===== config.mk =====
export PLATFORM = sky130hd
export DESIGN_NAME = stm_top
export DESIGN_NICKNAME = d
export VERILOG_FILES = /design/src/logic/stm_pkg.sv /design/src/logic/stm_cfg_if.sv /design/src/logic/stm_top.sv /design/src/logic/stm_swap_fsm.sv /design/src/logic/stm_loop_counter.sv /design/src/logic/stm_time_trigger.sv /design/src/logic/stm_idx_track.sv /design/src/logic/stm_apb_regs.sv
export SDC_FILE = /design/constraint.sdc
export NUM_CORES = 1
export LEC_CHECK = 0
export BUFFER_PORTS_ARGS = -buffer_cell sky130_fd_sc_hd__buf_2
export CAP_MARGIN = 20
export CORE_MARGIN = 2
export CORE_UTILIZATION = 56
export DETAILED_ROUTE_END_ITERATION = 8
export GPL_TIMING_DRIVEN = 0
export PLACE_DENSITY = 0.81
export SYNTH_ARGS = -nofsm -noshare
export SYNTH_HDL_FRONTEND = slang
export SYNTH_SLANG_ARGS = --single-unit

===== constraint.sdc =====
create_clock -name CLK -period 5 [get_ports CLK]
set_clock_uncertainty 0.05 [all_clocks]
set_input_delay 1.5 -clock CLK [delete_from_list [all_inputs] [get_ports CLK]]
set_output_delay 1.5 -clock CLK [all_outputs]
set_load 0.01 [all_outputs]

===== src/logic/stm_pkg.sv =====
`default_nettype none

package stm_pkg;

  // ====================
  // Segment geometry
  // ====================
  localparam int num_segment = 2;
  localparam int idx_width   = 13;
  localparam int rep_width   = 16;
  localparam int time_width  = 56;

  localparam logic [rep_width-1:0] rep_infinite = '1;  // Play forever

  // ====================
  // Register map
  // ====================
  localparam logic [7:0] addr_ctrl     = 8'h00;
  localparam logic [7:0] addr_trans_lo = 8'h04;
  localparam logic [7:0] addr_trans_hi = 8'h08;
  localparam logic [7:0] addr_cycle0   = 8'h10;
  localparam logic [7:0] addr_cycle1   = 8'h14;
  localparam logic [7:0] addr_rep0     = 8'h18;
  localparam logic [7:0] addr_rep1     = 8'h1C;
  localparam logic [7:0] addr_status   = 8'h20;

  typedef enum logic [2:0] {
    mode_sync_idx = 3'd0,
    mode_sys_time = 3'd1,
    mode_gpio     = 3'd2,
    mode_ext      = 3'd3   // Only with infinite repeat
  } transition_mode_t;

  typedef enum logic {
    idx_mode_sync = 1'b0,
    idx_mode_tic  = 1'b1
  } idx_mode_t;

  typedef enum logic [1:0] {
    wait_start    = 2'd0,
    finite_loop   = 2'd1,
    infinite_loop = 2'd2
  } swap_state_t;

endpackage

`default_nettype wire

===== src/logic/stm_cfg_if.sv =====
`timescale 1ns/1ns
`default_nettype none

interface stm_cfg_if;

  logic                                  update;  // One-cycle pulse
  logic                                  req_segment;
  stm_pkg::transition_mode_t             transition_mode;
  logic [stm_pkg::time_width-1:0]        transition_value;
  logic [stm_pkg::num_segment-1:0][stm_pkg::idx_width-1:0] cycle;
  logic [stm_pkg::num_segment-1:0][stm_pkg::rep_width-1:0] rep;

  modport regs (output update, req_segment, transition_mode, transition_value, cycle, rep);

  modport fsm (input update, req_segment, transition_mode, transition_value, cycle, rep);

  modport counter (input cycle, rep);

endinterface

`default_nettype wire


===== src/logic/stm_top.sv =====
`timescale 1ns/1ns
`default_nettype none

module stm_top (
  input  logic                           CLK,
  input  logic                           rst_n,
  input  logic [7:0]                     paddr,
  input  logic                           psel,
  input  logic                           penable,
  input  logic                           pwrite,
  input  logic [31:0]                    pwdata,
  output logic [31:0]                    prdata,
  output logic                           pready,
  output logic                           pslverr,
  input  logic [stm_pkg::time_width-1:0] sys_time,
  input  logic [stm_pkg::idx_width-1:0]  sync_idx0,
  input  logic [stm_pkg::idx_width-1:0]  sync_idx1,
  input  logic [3:0]                     gpio_in,
  output logic                           stop,
  output logic                           segment,
  output logic [stm_pkg::idx_width-1:0]  idx0,
  output logic [stm_pkg::idx_width-1:0]  idx1
);

  logic [stm_pkg::num_segment-1:0] idx_step;
  logic [stm_pkg::num_segment-1:0] idx_wrap;
  logic [stm_pkg::idx_width-1:0]   tic_idx;
  logic                            time_reached;
  logic                            loop_done;
  logic                            counter_start;
  stm_pkg::idx_mode_t              idx_mode;
  stm_pkg::swap_state_t            state;

  assign pready = 1'b1;  // Zero wait states

  stm_cfg_if cfg_if ();

  stm_apb_regs u_regs (
    .CLK     (CLK),
    .rst_n   (rst_n),
    .paddr   (paddr),
    .psel    (psel),
    .penable (penable),
    .pwrite  (pwrite),
    .pwdata  (pwdata),
    .prdata  (prdata),
    .pslverr (pslverr),
    .stop    (stop),
    .segment (segment),
    .state   (state),
    .cfg     (cfg_if.regs)
  );

  stm_idx_track u_idx (
    .CLK       (CLK),
    .rst_n     (rst_n),
    .sync_idx0 (sync_idx0),
    .sync_idx1 (sync_idx1),
    .idx_mode  (idx_mode),
    .segment   (segment),
    .tic_idx   (tic_idx),
    .idx_step  (idx_step),
    .idx_wrap  (idx_wrap),
    .idx0      (idx0),
    .idx1      (idx1)
  );

  stm_time_trigger u_time (
    .CLK          (CLK),
    .rst_n        (rst_n),
    .sys_time     (sys_time),
    .trans_time   (cfg_if.transition_value),
    .time_reached (time_reached)
  );

  stm_loop_counter u_cnt (
    .CLK           (CLK),
    .rst_n         (rst_n),
    .cfg           (cfg_if.counter),
    .counter_start (counter_start),
    .idx_mode      (idx_mode),
    .segment       (segment),
    .idx_step      (idx_step),
    .idx_wrap      (idx_wrap),
    .tic_idx       (tic_idx),
    .loop_done     (loop_done)
  );

  stm_swap_fsm u_fsm (
    .CLK           (CLK),
    .rst_n         (rst_n),
    .cfg           (cfg_if.fsm),
    .idx_step      (idx_step),
    .idx_wrap      (idx_wrap),
    .gpio_in       (gpio_in),
    .time_reached  (time_reached),
    .loop_done     (loop_done),
    .counter_start (counter_start),
    .idx_mode      (idx_mode),
    .segment       (segment),
    .stop          (stop),
    .state         (state)
  );

endmodule

`default_nettype wire


===== src/logic/stm_swap_fsm.sv =====
`timescale 1ns/1ns
`default_nettype none

module stm_swap_fsm (
  input  logic                            CLK,
  input  logic                            rst_n,
  stm_cfg_if.fsm                          cfg,
  input  logic [stm_pkg::num_segment-1:0] idx_step,
  input  logic [stm_pkg::num_segment-1:0] idx_wrap,
  input  logic [3:0]                      gpio_in,
  input  logic                            time_reached,
  input  logic                            loop_done,
  output logic                            counter_start,
  output stm_pkg::idx_mode_t              idx_mode,
  output logic                            segment,
  output logic                            stop,
  output stm_pkg::swap_state_t            state
);

  logic req_q;
  logic ext_mode;
  logic time_wait;  // Compare result is one cycle stale after update
  logic trigger;
  logic fire;
  logic req_infinite;

  assign req_infinite = cfg.rep[cfg.req_segment] == stm_pkg::rep_infinite;

  // ====================
  // Trigger select
  // ====================
  always_comb begin
    case (cfg.transition_mode)
      stm_pkg::mode_sync_idx: trigger = idx_wrap[req_q];
      stm_pkg::mode_sys_time: trigger = !time_wait && time_reached;
      stm_pkg::mode_gpio:     trigger = idx_step[req_q] && gpio_in[cfg.transition_value[1:0]];
      default:                trigger = 1'b0;
    endcase
  end

  assign fire          = (state == stm_pkg::wait_start) && !cfg.update && trigger;
  assign counter_start = fire;  // Counter clears on the switch edge

  always_ff @(posedge CLK) begin
    if (!rst_n) begin
      state     <= stm_pkg::infinite_loop;
      segment   <= 1'b0;
      stop      <= 1'b0;
      idx_mode  <= stm_pkg::idx_mode_sync;
      ext_mode  <= 1'b0;
      req_q     <= 1'b0;
      time_wait <= 1'b0;
    end else if (cfg.update) begin
      if (req_infinite) begin
        segment  <= cfg.req_segment;
        stop     <= 1'b0;
        idx_mode <= stm_pkg::idx_mode_sync;
        ext_mode <= cfg.transition_mode == stm_pkg::mode_ext;
        state    <= stm_pkg::infinite_loop;
      end else begin
        req_q     <= cfg.req_segment;
        time_wait <= 1'b1;
        state     <= stm_pkg::wait_start;
      end
    end else begin
      time_wait <= 1'b0;
      case (state)
        stm_pkg::wait_start: begin
          if (fire) begin
            segment  <= req_q;
            stop     <= 1'b0;
            idx_mode <= (cfg.transition_mode == stm_pkg::mode_sync_idx) ?
                        stm_pkg::idx_mode_sync : stm_pkg::idx_mode_tic;
            state    <= stm_pkg::finite_loop;
          end
        end
        stm_pkg::finite_loop: begin
          if (loop_done) stop <= 1'b1;
        end
        stm_pkg::infinite_loop: begin
          if (ext_mode && idx_wrap[segment]) segment <= ~segment;  // Ping-pong
        end
        default: state <= stm_pkg::infinite_loop;
      endcase
    end
  end

endmodule

`default_nettype wire


===== src/logic/stm_loop_counter.sv =====
`timescale 1ns/1ns
`default_nettype none

module stm_loop_counter (
  input  logic                            CLK,
  input  logic                            rst_n,
  stm_cfg_if.counter                      cfg,
  input  logic                            counter_start,
  input  stm_pkg::idx_mode_t              idx_mode,
  input  logic                            segment,
  input  logic [stm_pkg::num_segment-1:0] idx_step,
  input  logic [stm_pkg::num_segment-1:0] idx_wrap,
  output logic [stm_pkg::idx_width-1:0]   tic_idx,
  output logic                            loop_done
);

  logic [stm_pkg::rep_width-1:0] loop_cnt;
  logic                          done;  // Holds after the last loop
  logic                          tic_step;
  logic                          tic_last;
  logic                          loop_end;

  assign tic_step = (idx_mode == stm_pkg::idx_mode_tic) && idx_step[segment];
  assign tic_last = tic_idx == cfg.cycle[segment];
  assign loop_end = (idx_mode == stm_pkg::idx_mode_sync) ? idx_wrap[segment] :
                    (tic_step && tic_last);

  always_ff @(posedge CLK) begin
    if (!rst_n || counter_start) begin
      tic_idx   <= '0;
      loop_cnt  <= '0;
      done      <= 1'b0;
      loop_done <= 1'b0;
    end else begin
      loop_done <= 1'b0;
      if (tic_step) begin
        tic_idx <= tic_last ? '0 : tic_idx + 1'b1;
      end
      if (loop_end && !done) begin
        if (loop_cnt == cfg.rep[segment]) begin
          loop_done <= 1'b1;
          done      <= 1'b1;
        end else begin
          loop_cnt <= loop_cnt + 1'b1;
        end
      end
    end
  end

endmodule

`default_nettype wire


===== src/logic/stm_time_trigger.sv =====
`timescale 1ns/1ns
`default_nettype none

module stm_time_trigger (
  input  logic                           CLK,
  input  logic                           rst_n,
  input  logic [stm_pkg::time_width-1:0] sys_time,
  input  logic [stm_pkg::time_width-1:0] trans_time,
  output logic                           time_reached
);

  logic signed [stm_pkg::time_width:0] time_diff;

  assign time_diff = $signed({1'b0, sys_time}) - $signed({1'b0, trans_time});

  always_ff @(posedge CLK) begin
    if (!rst_n) begin
      time_reached <= 1'b0;
    end else begin
      time_reached <= !time_diff[stm_pkg::time_width];  // Non-negative difference
    end
  end

endmodule

`default_nettype wire


===== src/logic/stm_idx_track.sv =====
`timescale 1ns/1ns
`default_nettype none

module stm_idx_track (
  input  logic                              CLK,
  input  logic                              rst_n,
  input  logic [stm_pkg::idx_width-1:0]     sync_idx0,
  input  logic [stm_pkg::idx_width-1:0]     sync_idx1,
  input  stm_pkg::idx_mode_t                idx_mode,
  input  logic                              segment,
  input  logic [stm_pkg::idx_width-1:0]     tic_idx,
  output logic [stm_pkg::num_segment-1:0]   idx_step,
  output logic [stm_pkg::num_segment-1:0]   idx_wrap,
  output logic [stm_pkg::idx_width-1:0]     idx0,
  output logic [stm_pkg::idx_width-1:0]     idx1
);

  logic [stm_pkg::num_segment-1:0][stm_pkg::idx_width-1:0] sync_in;
  logic [stm_pkg::num_segment-1:0][stm_pkg::idx_width-1:0] sync_q;
  logic [stm_pkg::num_segment-1:0][stm_pkg::idx_width-1:0] idx_out;

  assign sync_in = {sync_idx1, sync_idx0};

  always_ff @(posedge CLK) begin
    if (!rst_n) begin
      sync_q <= '0;
    end else begin
      sync_q <= sync_in;
    end
  end

  for (genvar i = 0; i < stm_pkg::num_segment; i++) begin : g_seg
    assign idx_step[i] = sync_in[i] != sync_q[i];
    assign idx_wrap[i] = idx_step[i] && (sync_in[i] == '0);
    // Active segment follows the local tick index in tic mode
    assign idx_out[i]  = (idx_mode == stm_pkg::idx_mode_tic && segment == 1'(i)) ?
                         tic_idx : sync_q[i];
  end

  assign idx0 = idx_out[0];
  assign idx1 = idx_out[1];

endmodule

`default_nettype wire


===== src/logic/stm_apb_regs.sv =====
`timescale 1ns/1ns
`default_nettype none

module stm_apb_regs (
  input  logic                 CLK,
  input  logic                 rst_n,
  input  logic [7:0]           paddr,
  input  logic                 psel,
  input  logic                 penable,
  input  logic                 pwrite,
  input  logic [31:0]          pwdata,
  output logic [31:0]          prdata,
  output logic                 pslverr,
  input  logic                 stop,
  input  logic                 segment,
  input  stm_pkg::swap_state_t state,
  stm_cfg_if.regs              cfg
);

  logic        mapped;
  logic        access;
  logic        wr_en;
  logic [31:0] rdata;

  assign access  = psel && penable;
  assign wr_en   = access && pwrite && mapped;
  assign pslverr = access && !mapped;

  // ====================
  // Address decode and read mux
  // ====================
  always_comb begin
    mapped = 1'b1;
    rdata  = '0;
    case (paddr)
      stm_pkg::addr_ctrl:     rdata = {21'b0, cfg.transition_mode, 7'b0, cfg.req_segment};
      stm_pkg::addr_trans_lo: rdata = cfg.transition_value[31:0];
      stm_pkg::addr_trans_hi: rdata = 32'(cfg.transition_value[stm_pkg::time_width-1:32]);
      stm_pkg::addr_cycle0:   rdata = 32'(cfg.cycle[0]);
      stm_pkg::addr_cycle1:   rdata = 32'(cfg.cycle[1]);
      stm_pkg::addr_rep0:     rdata = 32'(cfg.rep[0]);
      stm_pkg::addr_rep1:     rdata = 32'(cfg.rep[1]);
      stm_pkg::addr_status:   rdata = {26'b0, state, 2'b0, segment, stop};
      default:                mapped = 1'b0;
    endcase
  end

  // Read data is captured in the setup phase and held through access
  always_ff @(posedge CLK) begin
    if (!rst_n) begin
      prdata <= '0;
    end else if (psel && !penable && !pwrite) begin
      prdata <= rdata;
    end
  end

  always_ff @(posedge CLK) begin
    if (!rst_n) begin
      cfg.update          <= 1'b0;
      cfg.req_segment     <= 1'b0;
      cfg.transition_mode <= stm_pkg::mode_sync_idx;
    end else begin
      cfg.update <= wr_en && (paddr == stm_pkg::addr_ctrl);
      if (wr_en && (paddr == stm_pkg::addr_ctrl)) begin
        cfg.req_segment     <= pwdata[0];
        cfg.transition_mode <= stm_pkg::transition_mode_t'(pwdata[10:8]);
      end
    end
  end

  always_ff @(posedge CLK) begin
    if (wr_en) begin
      case (paddr)
        stm_pkg::addr_trans_lo: cfg.transition_value[31:0] <= pwdata;
        stm_pkg::addr_trans_hi:
          cfg.transition_value[stm_pkg::time_width-1:32] <= pwdata[stm_pkg::time_width-33:0];
        stm_pkg::addr_cycle0:   cfg.cycle[0] <= pwdata[stm_pkg::idx_width-1:0];
        stm_pkg::addr_cycle1:   cfg.cycle[1] <= pwdata[stm_pkg::idx_width-1:0];
        stm_pkg::addr_rep0:     cfg.rep[0]   <= pwdata[stm_pkg::rep_width-1:0];
        stm_pkg::addr_rep1:     cfg.rep[1]   <= pwdata[stm_pkg::rep_width-1:0];
        default: ;  // Ctrl handled above, status is read only
      endcase
    end
  end

endmodule

`default_nettype wire


==> results.toml <==
[status]
outcome = "finished, final reports clean"

[critical_path]
r2r-start = "u_fsm.segment$_SDFFE_PN0P_"
crit_path_start = "paddr[1]"
cp.required_ns = 3.45
timing.critical_path.arrival_ns = 2.94
timing.setup.critical_path_class = "in2out"
worst-r2r-cell-count = 10
critical_path.endpoint = "pslverr"
reg2reg_slack_ns = 2.26
critical_path.max_fanout = 5
critical_path.reg2reg.endpoint = "u_cnt.loop_cnt[6]$_SDFFE_PP0P_"
cp-start-kind = "primary input"
worstSetupEndpointType = "output port"

[floorplan]
floorplan.die.height_um = 143.2
width_of_the_die_um = 143.2
rows = 50
initial_utilization_pct = 57.47
die_area_sq_mm = 0.02052
core-area_sq_mm = 0.01889
boundaryPins = 193

[sta]
maxClockFrequency_mhz = 222.9
fin_hold_ws_ns = 0.4045
final.setup.worst_slack_ns = 0.5138
period_minus_slack_ns = 4.486
final-setup-viol-count = 0
final.period_utilization_pct = 89.72
final_max_slew_viol_count = 0
tightest_slew_ns = 0.8932
slew-limit-headroom_pct = 40.33
rsz0062_at_grt = "no"
report.final.hold_viol_count = 0
setup-tns-final_ns = 0

[synth]
ys_seq_elements = 217
yosysUniqueCellTypes = 68
async_flop_share_pct = 0
synth.area.top_cells = "sky130_fd_sc_hd__edfxtp_1, sky130_fd_sc_hd__dfxtp_1, sky130_fd_sc_hd__ha_1"
synthesis.nets = 1173
yosysTopAreaCell = "sky130_fd_sc_hd__edfxtp_1"
most_used_dff_post_synth = "sky130_fd_sc_hd__edfxtp_1"
synth_largest_type_area_fraction_pct = 31.53
postSynthAreaPerCell_sq_um = 11.06
post_synth_most_frequent_cells = "sky130_fd_sc_hd__edfxtp_1, sky130_fd_sc_hd__dfxtp_1, sky130_fd_sc_hd__nor2_1"
synth_seq_area_share_pct = 50.52
number_of_enable_type_register_cells_in_the_synthesized_netlist = 114
total_number_of_yosys_warnings = 0
postSynthCellCount = 982
synth_most_common_cell = "sky130_fd_sc_hd__edfxtp_1"
post_synth_instance_area_sq_mm = 0.01086

[place]
place_congestion = 1.047
dpl.cell_count = 1440
numPortBuffers = 191
pre_cts_slack_ns = 0.3734
hpwl_mm = 23.05
place_area_sq_mm = 0.01224

[routing]
wl_mm = 31.23
via_count = 8959
ant_nets = 0
drc = 0
route.detailed.wl_per_inst_um = 21.07
first_iter_violations = 855
drt_first_pass_iters = 6
detail_route.vias_per_cell = 6.045

[clock_tree]
cts_hold_buffers = 0
clk_pin_slew_ns = 0.06
clk_root_buf = "sky130_fd_sc_hd__clkbuf_16"
post_cts.resized_instances = 0
htree_num_levels = 1
clkLatencyLatePin_ns = 0.52
cts_inserted_buffers = 23
cts.repair_timing.setup_buffer_count = 0
clock_tree.buffer_depth = 3
cts_sinks = 217
cts_tree = "done"

[layout]
post-route-util_pct = 68.92
final_nets = 1396
num-fill-cells = 1428
final_design_area_no_fill_sq_mm = 0.01302
drive_gt1_share_pct = 23.32
fin_cells = 1482
insertedDiodeCount = 0
final-seq-area_sq_mm = 0.005485
multi_input_area_sq_mm = 0.004920
layout-area-overhead-vs-synth_pct = 19.92

[power]
ir_drop_v = 0.0003232
power.static_leakage_nw = 5.329
total_power_mw = 4.079
power.density_cell_area_mw_per_mm2 = 313.2

[job]
maxCapViolCount = 0

[grt]
number_of_antenna_violations_at_the_first_check_in_global_routing = 0
grt_pass1_vias = 8727
maximum_number_of_pins_on_one_net_before_global_route_repair = 30
globalRouteTotalUtil_pct = 30.16
grt_overflow_total = 0
wire_length_of_the_first_global_routing_pass_mm = 47.35

[min_path]
hp-class = "reg2reg"
-- flip-flops by register name, indices dropped and copies added (netlist names), 2 cells and up --
signal                       cells
u_regs.cfg.rep                  32
u_regs.cfg.transition_mode       3
u_cnt.loop_cnt                  16
u_regs.prdata                   32
u_regs.cfg.cycle                26
u_regs.cfg.transition_value     56
u_idx.sync_q                    26
u_cnt.tic_idx                   13
u_fsm.state                      2
-- how the worst min path moves through the flow --
stage	start	to	slack (ns)	depth (start not counted)
4_1_cts	u_regs.prdata[29]$_SDFFE_PN0P_	u_regs.prdata[29]$_SDFFE_PN0P_	0.41	2
2_1_floorplan	u_cnt.loop_done$_SDFF_PP0_	u_fsm.stop$_SDFFE_PN0P_	0.37	2
3_5_place_dp	u_regs.prdata[28]$_SDFFE_PN0P_	u_regs.prdata[28]$_SDFFE_PN0P_	0.39	2
6_report	u_regs.prdata[29]$_SDFFE_PN0P_	u_regs.prdata[29]$_SDFFE_PN0P_	0.40	2
3_3_place_gp	u_regs.prdata[27]$_SDFFE_PN0P_	u_regs.prdata[27]$_SDFFE_PN0P_	0.39	2
5_1_grt	u_regs.prdata[24]$_SDFFE_PN0P_	u_regs.prdata[24]$_SDFFE_PN0P_	0.42	2
-- layout by cell type, fill, tap and decap left out, types with 37 or more instances in the layout --
master / synthesis / final
sky130_fd_sc_hd__mux2i_1: 37 / 37
sky130_fd_sc_hd__xnor2_1: 62 / 62
sky130_fd_sc_hd__nor2_1: 73 / 73
sky130_fd_sc_hd__inv_1: 64 / 64
sky130_fd_sc_hd__clkbuf_1: 35 / 40
sky130_fd_sc_hd__edfxtp_1: 114 / 114
sky130_fd_sc_hd__a21oi_1: 42 / 42
sky130_fd_sc_hd__ha_1: 60 / 60
sky130_fd_sc_hd__dfxtp_1: 103 / 103
sky130_fd_sc_hd__buf_2: 2 / 193
-- routing by layer --
metal  track usage (%)  vias up  wire (um)
met5                 0        -          0
met4             13.88        0       1413
met3             5.600      100       3002
met2             50.49      531      14710
met1             38.03     4257      12100
li1                  -     4071          -
-- where the power goes --
part | internal, mW | total [mW] | leakage [nW] | switching, mW
logic | 0.180 | 0.400 | 3.08 | 0.220
registers | 1.90 | 1.93 | 1.86 | 0.0252
clock network | 1.06 | 1.75 | 0.384 | 0.696
total | 3.14 | 4.08 | 5.33 | 0.941
-- kinds of logic after synthesis --
family / share of synthesized area, %
AOI/OAI and AO/OA: 11.43
and+or+nand+nor: 14.01
xor gates and xnor gates: 6.614
adders and majority gates: 6.914
other: 0.03454
muxes: 6.211
DFF: 50.52
buffers and inverters: 4.264
-- cell type report --
type / count / share of cell area (%)
flip-flops and latches: 217 / 42.13
multi-input cells: 656 / 37.78
repair buffers: 198 / 8.014
clock buffers: 34 / 5.285
well taps: 260 / 2.498
inverters: 65 / 1.874
plain buffers: 44 / 1.682
clock inverters: 8 / 0.7399
-- critical path: stages --
cell and delay (ns):
sky130_fd_sc_hd__buf_2 0.12, sky130_fd_sc_hd__nor4_1 0.41, sky130_fd_sc_hd__and3_1 0.36, sky130_fd_sc_hd__a31oi_1 0.16, sky130_fd_sc_hd__and3_1 0.25, sky130_fd_sc_hd__buf_2 0.13
Note: power is estimated with default switching activity, not from simulation.
